==> src/mapper_pkg.sv <==
package mapper_pkg;

    // Mapper kinds selected by the cartridge block configuration
    typedef enum logic [2:0] {
        mapper_none    = 3'd0,  // Nothing answers in the window
        mapper_ascii8  = 3'd1,  // Four 8 KB banks
        mapper_ascii16 = 3'd2,  // Two 16 KB banks
        mapper_konami  = 3'd3   // Konami without SCC
    } mapper_t;

    // CPU bus sizes
    localparam int CPU_AW = 16;                 // Z80 address width
    localparam int CPU_DW = 8;                  // Z80 data width

    // External memory side
    localparam int MEM_AW = 22;                 // 4 MB of ROM space

    // Bank registers and cartridge window
    localparam int BANK_W = 8;                  // One byte per bank register
    localparam int PAGE_W = 2;                  // Four 8 KB pages from 4000h to BFFFh
    localparam int OFS8_W = 13;                 // Offset inside an 8 KB bank
    localparam int OFS16_W = 14;                // Offset inside a 16 KB bank

    // Window in units of 8 KB, taken from cpu_addr[15:13]
    localparam logic [2:0] WIN_FIRST = 3'd2;    // 4000h
    localparam logic [2:0] WIN_LAST = 3'd5;     // A000h, last page before C000h

    // Merge values for inactive sources
    localparam logic [MEM_AW-1:0] NO_ADDR = '1;         // Neutral for the AND merge
    localparam logic [CPU_DW-1:0] IDLE_DATA = 8'hFF;    // Open bus byte

    // Konami banks after reset, index is the page
    localparam logic [3:0][BANK_W-1:0] KONAMI_RESET_BANKS = {
        8'd3,   // Page 3, A000h
        8'd2,   // Page 2, 8000h
        8'd1,   // Page 1, 6000h
        8'd0    // Page 0, 4000h, never changes
    };

endpackage
==> src/cart_mappers.sv <==
module cart_mappers (
    input  logic                          clk,
    input  logic                          reset,
    input  logic                          slot_sel,
    input  logic [mapper_pkg::CPU_AW-1:0] cpu_addr,
    input  logic [mapper_pkg::CPU_DW-1:0] cpu_din,
    input  logic                          cpu_wr,
    input  logic                          cpu_rd,
    input  mapper_pkg::mapper_t           mapper_sel,  // Cartridge mapper kind
    input  logic [mapper_pkg::MEM_AW-1:0] rom_base,    // ROM image start
    input  logic [mapper_pkg::CPU_DW-1:0] mem_rdata,
    output logic [mapper_pkg::CPU_DW-1:0] cpu_dout,
    output logic [mapper_pkg::MEM_AW-1:0] mem_addr,
    output logic                          mem_cs
);
    import mapper_pkg::*;

    // Decode to mappers
    logic              en_ascii8;
    logic              en_ascii16;
    logic              en_konami;
    logic              win_rd;
    logic              win_wr;
    logic [PAGE_W-1:0] page;

    // Mappers to merge
    logic [MEM_AW-1:0] addr_ascii8;
    logic [MEM_AW-1:0] addr_ascii16;
    logic [MEM_AW-1:0] addr_konami;
    logic              cs_ascii8;
    logic              cs_ascii16;
    logic              cs_konami;

    slot_decode i_decode (
        .slot_sel   (slot_sel),
        .cpu_addr   (cpu_addr),
        .cpu_wr     (cpu_wr),
        .cpu_rd     (cpu_rd),
        .mapper_sel (mapper_sel),
        .en_ascii8  (en_ascii8),
        .en_ascii16 (en_ascii16),
        .en_konami  (en_konami),
        .win_rd     (win_rd),
        .win_wr     (win_wr),
        .page       (page)
    );

    mapper_ascii8 i_ascii8 (
        .clk      (clk),
        .reset    (reset),
        .en       (en_ascii8),
        .win_rd   (win_rd),
        .win_wr   (win_wr),
        .page     (page),
        .cpu_addr (cpu_addr),
        .cpu_din  (cpu_din),
        .rom_base (rom_base),
        .mem_addr (addr_ascii8),
        .mem_cs   (cs_ascii8)
    );

    mapper_ascii16 i_ascii16 (
        .clk      (clk),
        .reset    (reset),
        .en       (en_ascii16),
        .win_rd   (win_rd),
        .win_wr   (win_wr),
        .page     (page),
        .cpu_addr (cpu_addr),
        .cpu_din  (cpu_din),
        .rom_base (rom_base),
        .mem_addr (addr_ascii16),
        .mem_cs   (cs_ascii16)
    );

    mapper_konami i_konami (
        .clk      (clk),
        .reset    (reset),
        .en       (en_konami),
        .win_rd   (win_rd),
        .win_wr   (win_wr),
        .page     (page),
        .cpu_addr (cpu_addr),
        .cpu_din  (cpu_din),
        .rom_base (rom_base),
        .mem_addr (addr_konami),
        .mem_cs   (cs_konami)
    );

    // AND of addresses, OR of selects
    mapper_merge i_merge (
        .addr_ascii8  (addr_ascii8),
        .addr_ascii16 (addr_ascii16),
        .addr_konami  (addr_konami),
        .cs_ascii8    (cs_ascii8),
        .cs_ascii16   (cs_ascii16),
        .cs_konami    (cs_konami),
        .mem_rdata    (mem_rdata),
        .mem_addr     (mem_addr),
        .mem_cs       (mem_cs),
        .cpu_dout     (cpu_dout)
    );

endmodule

==> src/mapper_merge.sv <==
module mapper_merge (
    input  logic [mapper_pkg::MEM_AW-1:0] addr_ascii8,
    input  logic [mapper_pkg::MEM_AW-1:0] addr_ascii16,
    input  logic [mapper_pkg::MEM_AW-1:0] addr_konami,
    input  logic                          cs_ascii8,
    input  logic                          cs_ascii16,
    input  logic                          cs_konami,
    input  logic [mapper_pkg::CPU_DW-1:0] mem_rdata,   // Same cycle ROM data
    output logic [mapper_pkg::MEM_AW-1:0] mem_addr,
    output logic                          mem_cs,
    output logic [mapper_pkg::CPU_DW-1:0] cpu_dout
);
    import mapper_pkg::*;

    // Idle mappers drive all ones, so only the active one shows through
    assign mem_addr = addr_ascii8 & addr_ascii16 & addr_konami;

    // At most one mapper selects at a time
    assign mem_cs = cs_ascii8 | cs_ascii16 | cs_konami;

    // Open bus reads back FFh
    assign cpu_dout = mem_cs ? mem_rdata : IDLE_DATA;

endmodule

==> src/mapper_konami.sv <==
module mapper_konami (
    input  logic                          clk,
    input  logic                          reset,
    input  logic                          en,        // Konami is the active mapper
    input  logic                          win_rd,
    input  logic                          win_wr,
    input  logic [mapper_pkg::PAGE_W-1:0] page,
    input  logic [mapper_pkg::CPU_AW-1:0] cpu_addr,
    input  logic [mapper_pkg::CPU_DW-1:0] cpu_din,
    input  logic [mapper_pkg::MEM_AW-1:0] rom_base,
    output logic [mapper_pkg::MEM_AW-1:0] mem_addr,
    output logic                          mem_cs
);
    import mapper_pkg::*;

    logic [BANK_W-1:0] bank [1:3];  // Switchable pages only
    logic [BANK_W-1:0] cur_bank;    // Bank of the page being read
    logic [MEM_AW-1:0] bank_ofs;

    // A write anywhere in page 1..3 loads that page's bank
    always_ff @(posedge clk) begin
        if (reset) begin
            for (int i = 1; i < 4; i++) begin
                bank[i] <= KONAMI_RESET_BANKS[i];
            end
        end else if (en && win_wr && (page != '0)) begin
            bank[page] <= cpu_din;
        end
    end

    // Page 0 at 4000h is hardwired to bank 0
    assign cur_bank = (page == '0) ? KONAMI_RESET_BANKS[0] : bank[page];
    assign bank_ofs = MEM_AW'(cur_bank) << OFS8_W;

    always_comb begin
        if (en && win_rd) begin
            mem_addr = rom_base + bank_ofs + MEM_AW'(cpu_addr[OFS8_W-1:0]);
            mem_cs   = 1'b1;
        end else begin
            mem_addr = NO_ADDR;
            mem_cs   = 1'b0;
        end
    end

endmodule

==> src/mapper_ascii16.sv <==
module mapper_ascii16 (
    input  logic                          clk,
    input  logic                          reset,
    input  logic                          en,        // ASCII16 is the active mapper
    input  logic                          win_rd,
    input  logic                          win_wr,
    input  logic [mapper_pkg::PAGE_W-1:0] page,      // Bit 1 picks the 16 KB half
    input  logic [mapper_pkg::CPU_AW-1:0] cpu_addr,
    input  logic [mapper_pkg::CPU_DW-1:0] cpu_din,
    input  logic [mapper_pkg::MEM_AW-1:0] rom_base,
    output logic [mapper_pkg::MEM_AW-1:0] mem_addr,
    output logic                          mem_cs
);
    import mapper_pkg::*;

    logic [BANK_W-1:0] bank [2];    // 0 serves 4000h..7FFFh, 1 serves 8000h..BFFFh
    logic [MEM_AW-1:0] bank_ofs;

    always_ff @(posedge clk) begin
        if (reset) begin
            bank[0] <= '0;
            bank[1] <= '0;
        end else if (en && win_wr) begin
            // 6800h and 7800h ranges are ignored
            if (cpu_addr[15:11] == 5'b01100) begin
                bank[0] <= cpu_din;             // 6000h..67FFh
            end
            if (cpu_addr[15:11] == 5'b01110) begin
                bank[1] <= cpu_din;             // 7000h..77FFh
            end
        end
    end

    assign bank_ofs = MEM_AW'(bank[page[PAGE_W-1]]) << OFS16_W;

    always_comb begin
        if (en && win_rd) begin
            mem_addr = rom_base + bank_ofs + MEM_AW'(cpu_addr[OFS16_W-1:0]);
            mem_cs   = 1'b1;
        end else begin
            mem_addr = NO_ADDR;                 // Inactive, all ones
            mem_cs   = 1'b0;
        end
    end

endmodule

==> src/mapper_ascii8.sv <==
module mapper_ascii8 (
    input  logic                          clk,
    input  logic                          reset,
    input  logic                          en,        // ASCII8 is the active mapper
    input  logic                          win_rd,
    input  logic                          win_wr,
    input  logic [mapper_pkg::PAGE_W-1:0] page,
    input  logic [mapper_pkg::CPU_AW-1:0] cpu_addr,
    input  logic [mapper_pkg::CPU_DW-1:0] cpu_din,
    input  logic [mapper_pkg::MEM_AW-1:0] rom_base,  // ROM image start
    output logic [mapper_pkg::MEM_AW-1:0] mem_addr,
    output logic                          mem_cs
);
    import mapper_pkg::*;

    logic [BANK_W-1:0] bank [4];    // One bank per 8 KB page
    logic [MEM_AW-1:0] bank_ofs;    // Bank start inside the ROM image
    logic              reg_hit;     // Write to 6000h..7FFFh

    // Registers at 6000h, 6800h, 7000h and 7800h, 2 KB each
    assign reg_hit = en && win_wr && (cpu_addr[15:13] == 3'b011);

    always_ff @(posedge clk) begin
        if (reset) begin
            for (int i = 0; i < 4; i++) begin
                bank[i] <= '0;
            end
        end else if (reg_hit) begin
            bank[cpu_addr[12:11]] <= cpu_din;   // Bits 12:11 pick the register
        end
    end

    assign bank_ofs = MEM_AW'(bank[page]) << OFS8_W;

    // Translation, idle value keeps the AND merge neutral
    always_comb begin
        if (en && win_rd) begin
            mem_addr = rom_base + bank_ofs + MEM_AW'(cpu_addr[OFS8_W-1:0]);
            mem_cs   = 1'b1;
        end else begin
            mem_addr = NO_ADDR;
            mem_cs   = 1'b0;
        end
    end

endmodule

==> src/slot_decode.sv <==
module slot_decode (
    input  logic                         slot_sel,    // Cartridge slot is addressed
    input  logic [mapper_pkg::CPU_AW-1:0] cpu_addr,
    input  logic                         cpu_wr,      // One cycle write strobe
    input  logic                         cpu_rd,      // One cycle read strobe
    input  mapper_pkg::mapper_t          mapper_sel,  // Static cartridge config
    output logic                         en_ascii8,
    output logic                         en_ascii16,
    output logic                         en_konami,
    output logic                         win_rd,      // Read inside the window
    output logic                         win_wr,      // Write inside the window
    output logic [mapper_pkg::PAGE_W-1:0] page        // 8 KB page index, 0 is 4000h
);
    import mapper_pkg::*;

    logic [2:0] page8;      // Raw 8 KB page of the CPU address
    logic [2:0] page_rel;   // Page relative to window start
    logic       in_win;     // Slot hit and address in 4000h..BFFFh

    assign page8    = cpu_addr[CPU_AW-1:CPU_AW-3];
    assign page_rel = page8 - WIN_FIRST;

    // Slot and window tested once here for all mappers
    assign in_win = slot_sel && (page8 >= WIN_FIRST) && (page8 <= WIN_LAST);

    assign win_rd = cpu_rd && in_win;
    assign win_wr = cpu_wr && in_win;   // Register write anywhere in the window
    assign page   = page_rel[PAGE_W-1:0];

    // One-hot mapper enables
    always_comb begin
        en_ascii8  = 1'b0;
        en_ascii16 = 1'b0;
        en_konami  = 1'b0;
        case (mapper_sel)
            mapper_ascii8:  en_ascii8  = 1'b1;
            mapper_ascii16: en_ascii16 = 1'b1;
            mapper_konami:  en_konami  = 1'b1;
            default: ;                      // mapper_none, nobody answers
        endcase
    end

endmodule

==> config.mk <==
export PLATFORM = sky130hd
export DESIGN_NAME = cart_mappers
export DESIGN_NICKNAME = d
export VERILOG_FILES = /design/src/mapper_pkg.sv /design/src/cart_mappers.sv /design/src/mapper_merge.sv /design/src/mapper_konami.sv /design/src/mapper_ascii16.sv /design/src/mapper_ascii8.sv /design/src/slot_decode.sv
export SDC_FILE = /design/constraint.sdc
export NUM_CORES = 1
export LEC_CHECK = 0
export BUFFER_PORTS_ARGS = -buffer_cell sky130_fd_sc_hd__buf_2
export CAP_MARGIN = 20
export CORE_MARGIN = 5
export CORE_UTILIZATION = 51
export CTS_CLUSTER_DIAMETER = 30
export CTS_CLUSTER_SIZE = 16
export DETAILED_ROUTE_END_ITERATION = 8
export PLACE_DENSITY = 0.87
export SYNTH_ARGS = -nofsm -noshare
export SYNTH_HDL_FRONTEND = slang
export SYNTH_SLANG_ARGS = --single-unit
==> constraint.sdc <==
create_clock -name clk -period 3.4 [get_ports clk]
set_input_delay 0.34 -clock clk [delete_from_list [all_inputs] [get_ports clk]]
set_output_delay 0.34 -clock clk [all_outputs]
set_load 0.01 [all_outputs]
==> impl_metrics.py, run 1 <==
metrics = {
    "status": {
        "status": "complete, but fails checks",
        "violations": "setup timing",
    },
    "clock_network": {
        "htreeDepth": 3,
        "cts_tree": "built",
        "ctsLongestPathBuffers": 2,
        "cts-hold-fix-buffers": 0,
        "path_clk_slew_ns": 0.08,
        "numCtsBuffers": 9,
        "cts.sinks": 72,
        "clockRootBuffer": "clkbuf_8",
    },
    "synthesis": {
        "syn-instance-count": 484,
        "synth_compound_area_share_pct": 14.3,
        "synthXorXnorAreaFrac_pct": 5.84,
        "synthMuxAreaShare_pct": 7.04,
        "synth_top_family_by_area": "simple AND/OR/NAND/NOR gates",
        "synth-seq-cells": 72,
        "async_reset_ff_share_pct": 0,
        "avgSynthCellArea_um2": 10.5,
        "synth-simple-area-share_pct": 18.3,
        "yosys_warnings": 0,
        "netlist-cell-type-count": 66,
        "ys_seq_area_share_pct": 42.4,
        "synth-edff-count": 72,
        "synth_fp_nets": 584,
        "synth_flop_cell": "edfxtp_1",
        "synthAdderAreaFrac_pct": 9.47,
        "synth.cell_area_um2": 5100,
    },
    "worst_hold_path": {
        "hold_depth": 2,
        "hold_end": "i_konami.bank[3][1]$_SDFFCE_PN1P_",
        "worstHoldPathType": "in2reg",
        "hold_start": "cpu_din[1]",
    },
    "placement": {
        "post-place-ws_ns": -0.0471,
        "portBuffers": 92,
        "routabilityCongestion": 0.929,
        "place_hpwl_um": 10800,
    },
    "grt": {
        "overflow": 0,
        "grt_pass1_wl_um": 21300,
        "grt_pass1_vias": 4274,
        "antenna_found_initial": 0,
        "grt_max_degree": 23,
        "grtUsageTotal_pct": 23.4,
    },
    "final_layout": {
        "antenna_cells": 0,
        "drive_above_1_share_pct": 30.2,
        "fillers": 724,
        "syn_to_final_growth_pct": 21.4,
        "nets": 692,
    },
    "floorplan": {
        "fp.dieW_um": 110,
        "rows": 36,
        "ios": 93,
        "die_h_um": 110,
        "dieArea_um2": 12100,
        "core_um2": 9770,
        "start_util_pct": 52.2,
    },
    "critical_path": {
        "crit_path_top_delay_cell": "mux4_2",
        "worstSetupStartpointType": "flip-flop",
        "path_cells": "mux4_2 > ha_4 > a21oi_2 > nor2b_1 > nor4_1 > buf_4 > o21ai_2 > and4_1 > or4b_4 > o311ai_2 > a22oi_1 > buf_2",
        "worstSetupEndpointType": "output port",
        "path_max_fanout": 2,
        "timing_worst_setup_path_type": "reg2out",
        "critPathRequiredTime_ns": 3.06,
        "slowest_delay_ns": 0.52,
        "arrival_ns": 3.12,
        "startpoint": "i_ascii8.bank[0][1]$_SDFFCE_PN0P_",
    },
    "timing": {
        "fin_crit_sh_pct": 102,
        "rsz0062_at_grt": "true",
        "setup_violations": 1,
        "hold_viol": 0,
        "fmax_mhz": 289,
        "drv_slew": 0,
        "tightest_slew_ns": 0.912,
        "worst_slack_ns": -0.0560,
        "holdWs_ns": 0.341,
        "fin_crit_ns": 3.46,
        "slew_headroom_pct": 39.1,
    },
    "power_and_ir_drop": {
        "leakage_nw": 2.51,
        "ir_worst_vdd_uv": 390,
        "power.density_nw_per_um2": 416,
    },
    "detailed_routing": {
        "drtIter0Drc": 370,
        "antenna_left": 0,
        "wirelength_um": 13600,
        "drc": 0,
        "dr.pass1.iters": 5,
        "viasPerCell": 5.89,
        "wl_per_cell_um": 18.7,
        "vias": 4297,
    },
    "flow_run": {
        "cap_violations": 0,
    },
}
==> per-layer routing <==
layer,GRT usage (%),vias up,share of wire [%]
li1,-,2004,-
met2,38.7,212,47
met4,11.8,0,4.7
met3,4.54,52,8.3
met5,0,-,0
met1,29.1,2029,40
==> sequential cells by signal (all words and copies together) (netlist names) <==
register and flops:
i_ascii16.bank 16, i_ascii8.bank 32, i_konami.bank 24
==> worst max-delay path, delay by kind of cell (launching register included) <==
kind            cells  cell delay, ns
buf+inv             2            0.33
fa+ha+maj           1            0.24
simple gates        4            0.91
compound gates      4            0.35
flops               1            0.42
mux                 1            0.52
==> stage by stage <==
step	power, mW	util, %	area, um^2	setup TNS (ns)	cells
2_1_floorplan	1.46	-	5110	0	484
3_3_place_gp	1.62	59.1	5780	0	709
3_5_place_dp	1.65	59.1	5780	-0.127	709
4_1_cts	2.55	62.4	6100	-0.130	727
5_1_grt	2.69	63.4	6190	-0.203	730
6_report	2.58	63.4	6190	-0.0560	730
==> placed cells by master (no fill, tap or decap), types with 9 or more instances in the layout <==
cell type  synthesis  layout
buf_2              3      90
edfxtp_1          72      72
nor2_1            40      40
nand2_1           37      37
ha_1              37      35
and2_1            27      27
o21ai_0           25      22
a21oi_1           22      20
xnor2_1           20      20
buf_4              0      20
nand2b_1          19      19
inv_1             15      15
xor2_1            14      14
a21o_1            11      11
mux2i_1           10      10
and3_1             9       9
clkbuf_8           0       9
==> cells in the mapped netlist, drive strengths merged (6+ instances only) <==
library cell	count	area (um^2)
o21ai	27	135
nor2b	6	37.5
mux2	7	78.8
ha	37	463
clkbuf	8	33.8
xor2	14	123
edfxtp	72	2160
nand3	10	50.1
nand2	38	145
buf	9	45.0
nand2b	19	119
and2	29	184
xnor2	20	175
a21o	14	109
and3	10	63.8
mux4	8	180
a21oi	23	119
nor2	40	150
inv	15	56.3
mux2i	10	100
==> timing repair <==
item	CTS	global route
gates resized for setup	6	18
pin swaps	7	12
setup buffers	2	3
endpoints found under the setup margin	3	7
==> report_power, final <==
group,internal (mW),total [mW],switching (mW),leakage [nW]
registers,1.02,1.03,0.0152,0.686
clock network,0.562,0.888,0.326,0.130
logic,0.297,0.655,0.359,1.70
==> kinds of logic after synthesis <==
| logic type | count (synthesis) |
|---|---|
| buf+inv | 32 |
| fa+ha+maj | 38 |
| mux | 25 |
| compound gates | 107 |
| flops | 72 |
| simple gates | 176 |
| xor+xnor | 34 |
==> worst max path at each step <==
stage,depth (start not counted),slack (ns),endpoint
after global placement,13,0.06,mem_addr[21]
final,12,-0.06,mem_addr[21]
after floorplan,12,0.11,mem_addr[21]
after CTS,12,-0.13,mem_addr[21]
after global routing,12,-0.19,mem_addr[21]
after detailed placement,15,-0.05,mem_addr[20]
==> area by class of cell <==
| class | count | area (um^2) | area share [%] |
|---|---|---|---|
| sequential | 72 | 2160 | 34.9 |
| clock buffer | 9 | 124 | 2.00 |
| multi-input combinational | 380 | 2890 | 46.7 |
| timing repair buffer | 114 | 651 | 10.5 |
| inverter | 15 | 56.3 | 0.909 |
| clock inverter | 7 | 141 | 2.28 |
| tap | 133 | 166 | 2.69 |
Note: power is estimated with default switching activity, not from simulation.
==> run 2: changes to the inputs <==
--- a/config.mk
+++ b/config.mk
@@ -12,7 +12,7 @@
 export CTS_CLUSTER_DIAMETER = 30
 export CTS_CLUSTER_SIZE = 16
 export DETAILED_ROUTE_END_ITERATION = 8
-export PLACE_DENSITY = 0.87
+export PLACE_DENSITY = 0.77
 export SYNTH_ARGS = -nofsm -noshare
 export SYNTH_HDL_FRONTEND = slang
 export SYNTH_SLANG_ARGS = --single-unit
==> run 2 against run 1 <==
The run still ends with setup timing left. Total power decreased by 12%. Highest routed layer unchanged. Hold slack worse by 0.0066 ns. Sequential power is essentially flat. Critical endpoint unchanged. First-iteration DRC count decreased by 12%. Clock-buffer cell count unchanged. Design area is 1.4% lower. Clock power is 34% lower. Global-route usage fell by 1.2 points.
==> impl_metrics.py, run 2 (synthesis gave the netlist of run 1 again) <==
metrics = {
    "final_layout": {
        "fillers": 829,
        "largest_reg_flops": 32,
        "design_area_um2": 6110,
        "drive_above_1_share_pct": 29.9,
        "mostFrequentLayoutCells": "90 x buf_2, 72 x edfxtp_1, 40 x nor2_1, 37 x nand2_1, 35 x ha_1",
        "reg_top3": "i_ascii8.bank (32), i_konami.bank (24), i_ascii16.bank (16)",
        "layout.cells.non_filler": 728,
        "nets": 690,
        "final_common_cell": "buf_2",
        "antenna_cells": 0,
        "syn_to_final_growth_pct": 19.7,
        "regMostFlops": "i_ascii8.bank",
        "fin_util_pct": 62.5,
    },
    "placement": {
        "placed_area_um2": 5800,
        "post-place-ws_ns": -0.108,
        "dp.cells": 710,
        "place_hpwl_um": 10400,
        "routabilityCongestion": 1.00,
        "portBuffers": 92,
    },
    "detailed_routing": {
        "antenna_left": 0,
        "wirelength_um": 13300,
        "dr.pass1.iters": 5,
        "wl_per_cell_um": 18.3,
        "viasPerCell": 5.74,
        "vias": 4181,
        "drtIter0Drc": 325,
        "drc": 0,
    },
    "floorplan": {
        "fp.dieW_um": 110,
        "ios": 93,
        "start_util_pct": 52.2,
        "dieArea_um2": 12100,
        "die_h_um": 110,
        "core_um2": 9770,
        "rows": 36,
    },
    "critical_path": {
        "crit_path_top_delay_cell": "mux4_2",
        "path_max_fanout": 2,
        "timing_worst_setup_path_type": "reg2out",
        "path_buf_inv": 1,
        "worstSetupEndpointType": "output port",
        "cp_top_family": "simple AND/OR/NAND/NOR gates",
        "path_cells": "mux4_2 > ha_4 > a21oi_2 > nor2b_2 > nor4_2 > o21ai_1 > and4_1 > or4b_4 > o311ai_4 > a22oi_2 > buf_2",
        "arrival_ns": 3.12,
        "slowest_delay_ns": 0.52,
        "critPathRequiredTime_ns": 3.06,
        "worstSetupStartpointType": "flip-flop",
    },
    "flow_run": {
        "cap_violations": 0,
    },
    "grt": {
        "antenna_found_initial": 0,
        "grt_pass1_vias": 4062,
        "grt_max_degree": 26,
        "grt_pass1_wl_um": 20400,
        "overflow": 0,
        "grtUsageTotal_pct": 22.2,
    },
    "timing": {
        "fin_crit_ns": 3.46,
        "holdWs_ns": 0.334,
        "fin_crit_sh_pct": 102,
        "setup_tns_ns": -0.0642,
        "slew_headroom_pct": 40.6,
        "worst_slack_ns": -0.0642,
        "drv_slew": 0,
        "setup_violations": 1,
        "rsz0062_at_grt": "true",
        "fmax_mhz": 289,
        "tightest_slew_ns": 0.889,
        "hold_viol": 0,
    },
    "clock_network": {
        "path_clk_slew_ns": 0.08,
        "numCtsBuffers": 9,
        "cts.sinks": 72,
        "cts_tree": "built",
        "htreeDepth": 3,
        "clockRootBuffer": "clkbuf_8",
        "ctsLongestPathBuffers": 2,
    },
    "status": {
        "violations": "setup timing",
        "status": "complete, but fails checks",
    },
    "power_and_ir_drop": {
        "power.total_mw": 2.26,
        "power.density_nw_per_um2": 370,
        "ir_worst_vdd_uv": 359,
        "leakage_nw": 2.46,
    },
    "worst_hold_path": {
        "worstHoldPathType": "in2reg",
    },
}
[run 2: cell count changes in the layout (fill, tap and decap cells not counted), moves of 2 or more]
cell       change
o21ai_1        +2
nand3_1        +2
nand3_4        -2
clkinv_1       +2
bufinv_16      -4
buf_4          -4
buf_6          +2
[run 2: routing by layer]
layer	global-route usage, %	share of wire (%)
met1	27.1	41
met2	39.6	50
met3	4.83	7.5
met4	5.61	1.5
met5	0	0
[run 2: final timing paths]
kind	startpoint	slack, ns	cells past startpoint	endpoint
max	i_ascii8.bank[1][1]$_SDFFCE_PN0P_	-0.06	11	mem_addr[21]
min	cpu_din[0]	0.33	2	i_konami.bank[3][0]$_SDFFCE_PN1P_
[run 2: area by class of cell]
cell class / instances / area (um^2) / area share, %
Clock buffer: 9 / 124 / 2.03
Clock inverter: 7 / 46.3 / 0.758
Inverter: 15 / 56.3 / 0.922
Multi-Input combinational cell: 380 / 2900 / 47.5
Sequential cell: 72 / 2160 / 35.4
Tap cell: 133 / 166 / 2.73
Timing Repair Buffer: 112 / 653 / 10.7
[run 2: timing repair]
item,4_1_cts,5_1_grt
setup endpoints to repair,3,5
pin swaps,7,8
gates resized for setup,8,15
cloned,0,1
buffers inserted,1,0
hold buffers,0,0
[run 2: report_power, final]
group          switching, mW  internal [mW]
combinational          0.353          0.291
sequential            0.0141           1.02
clock                  0.321          0.265
total                  0.688           1.57
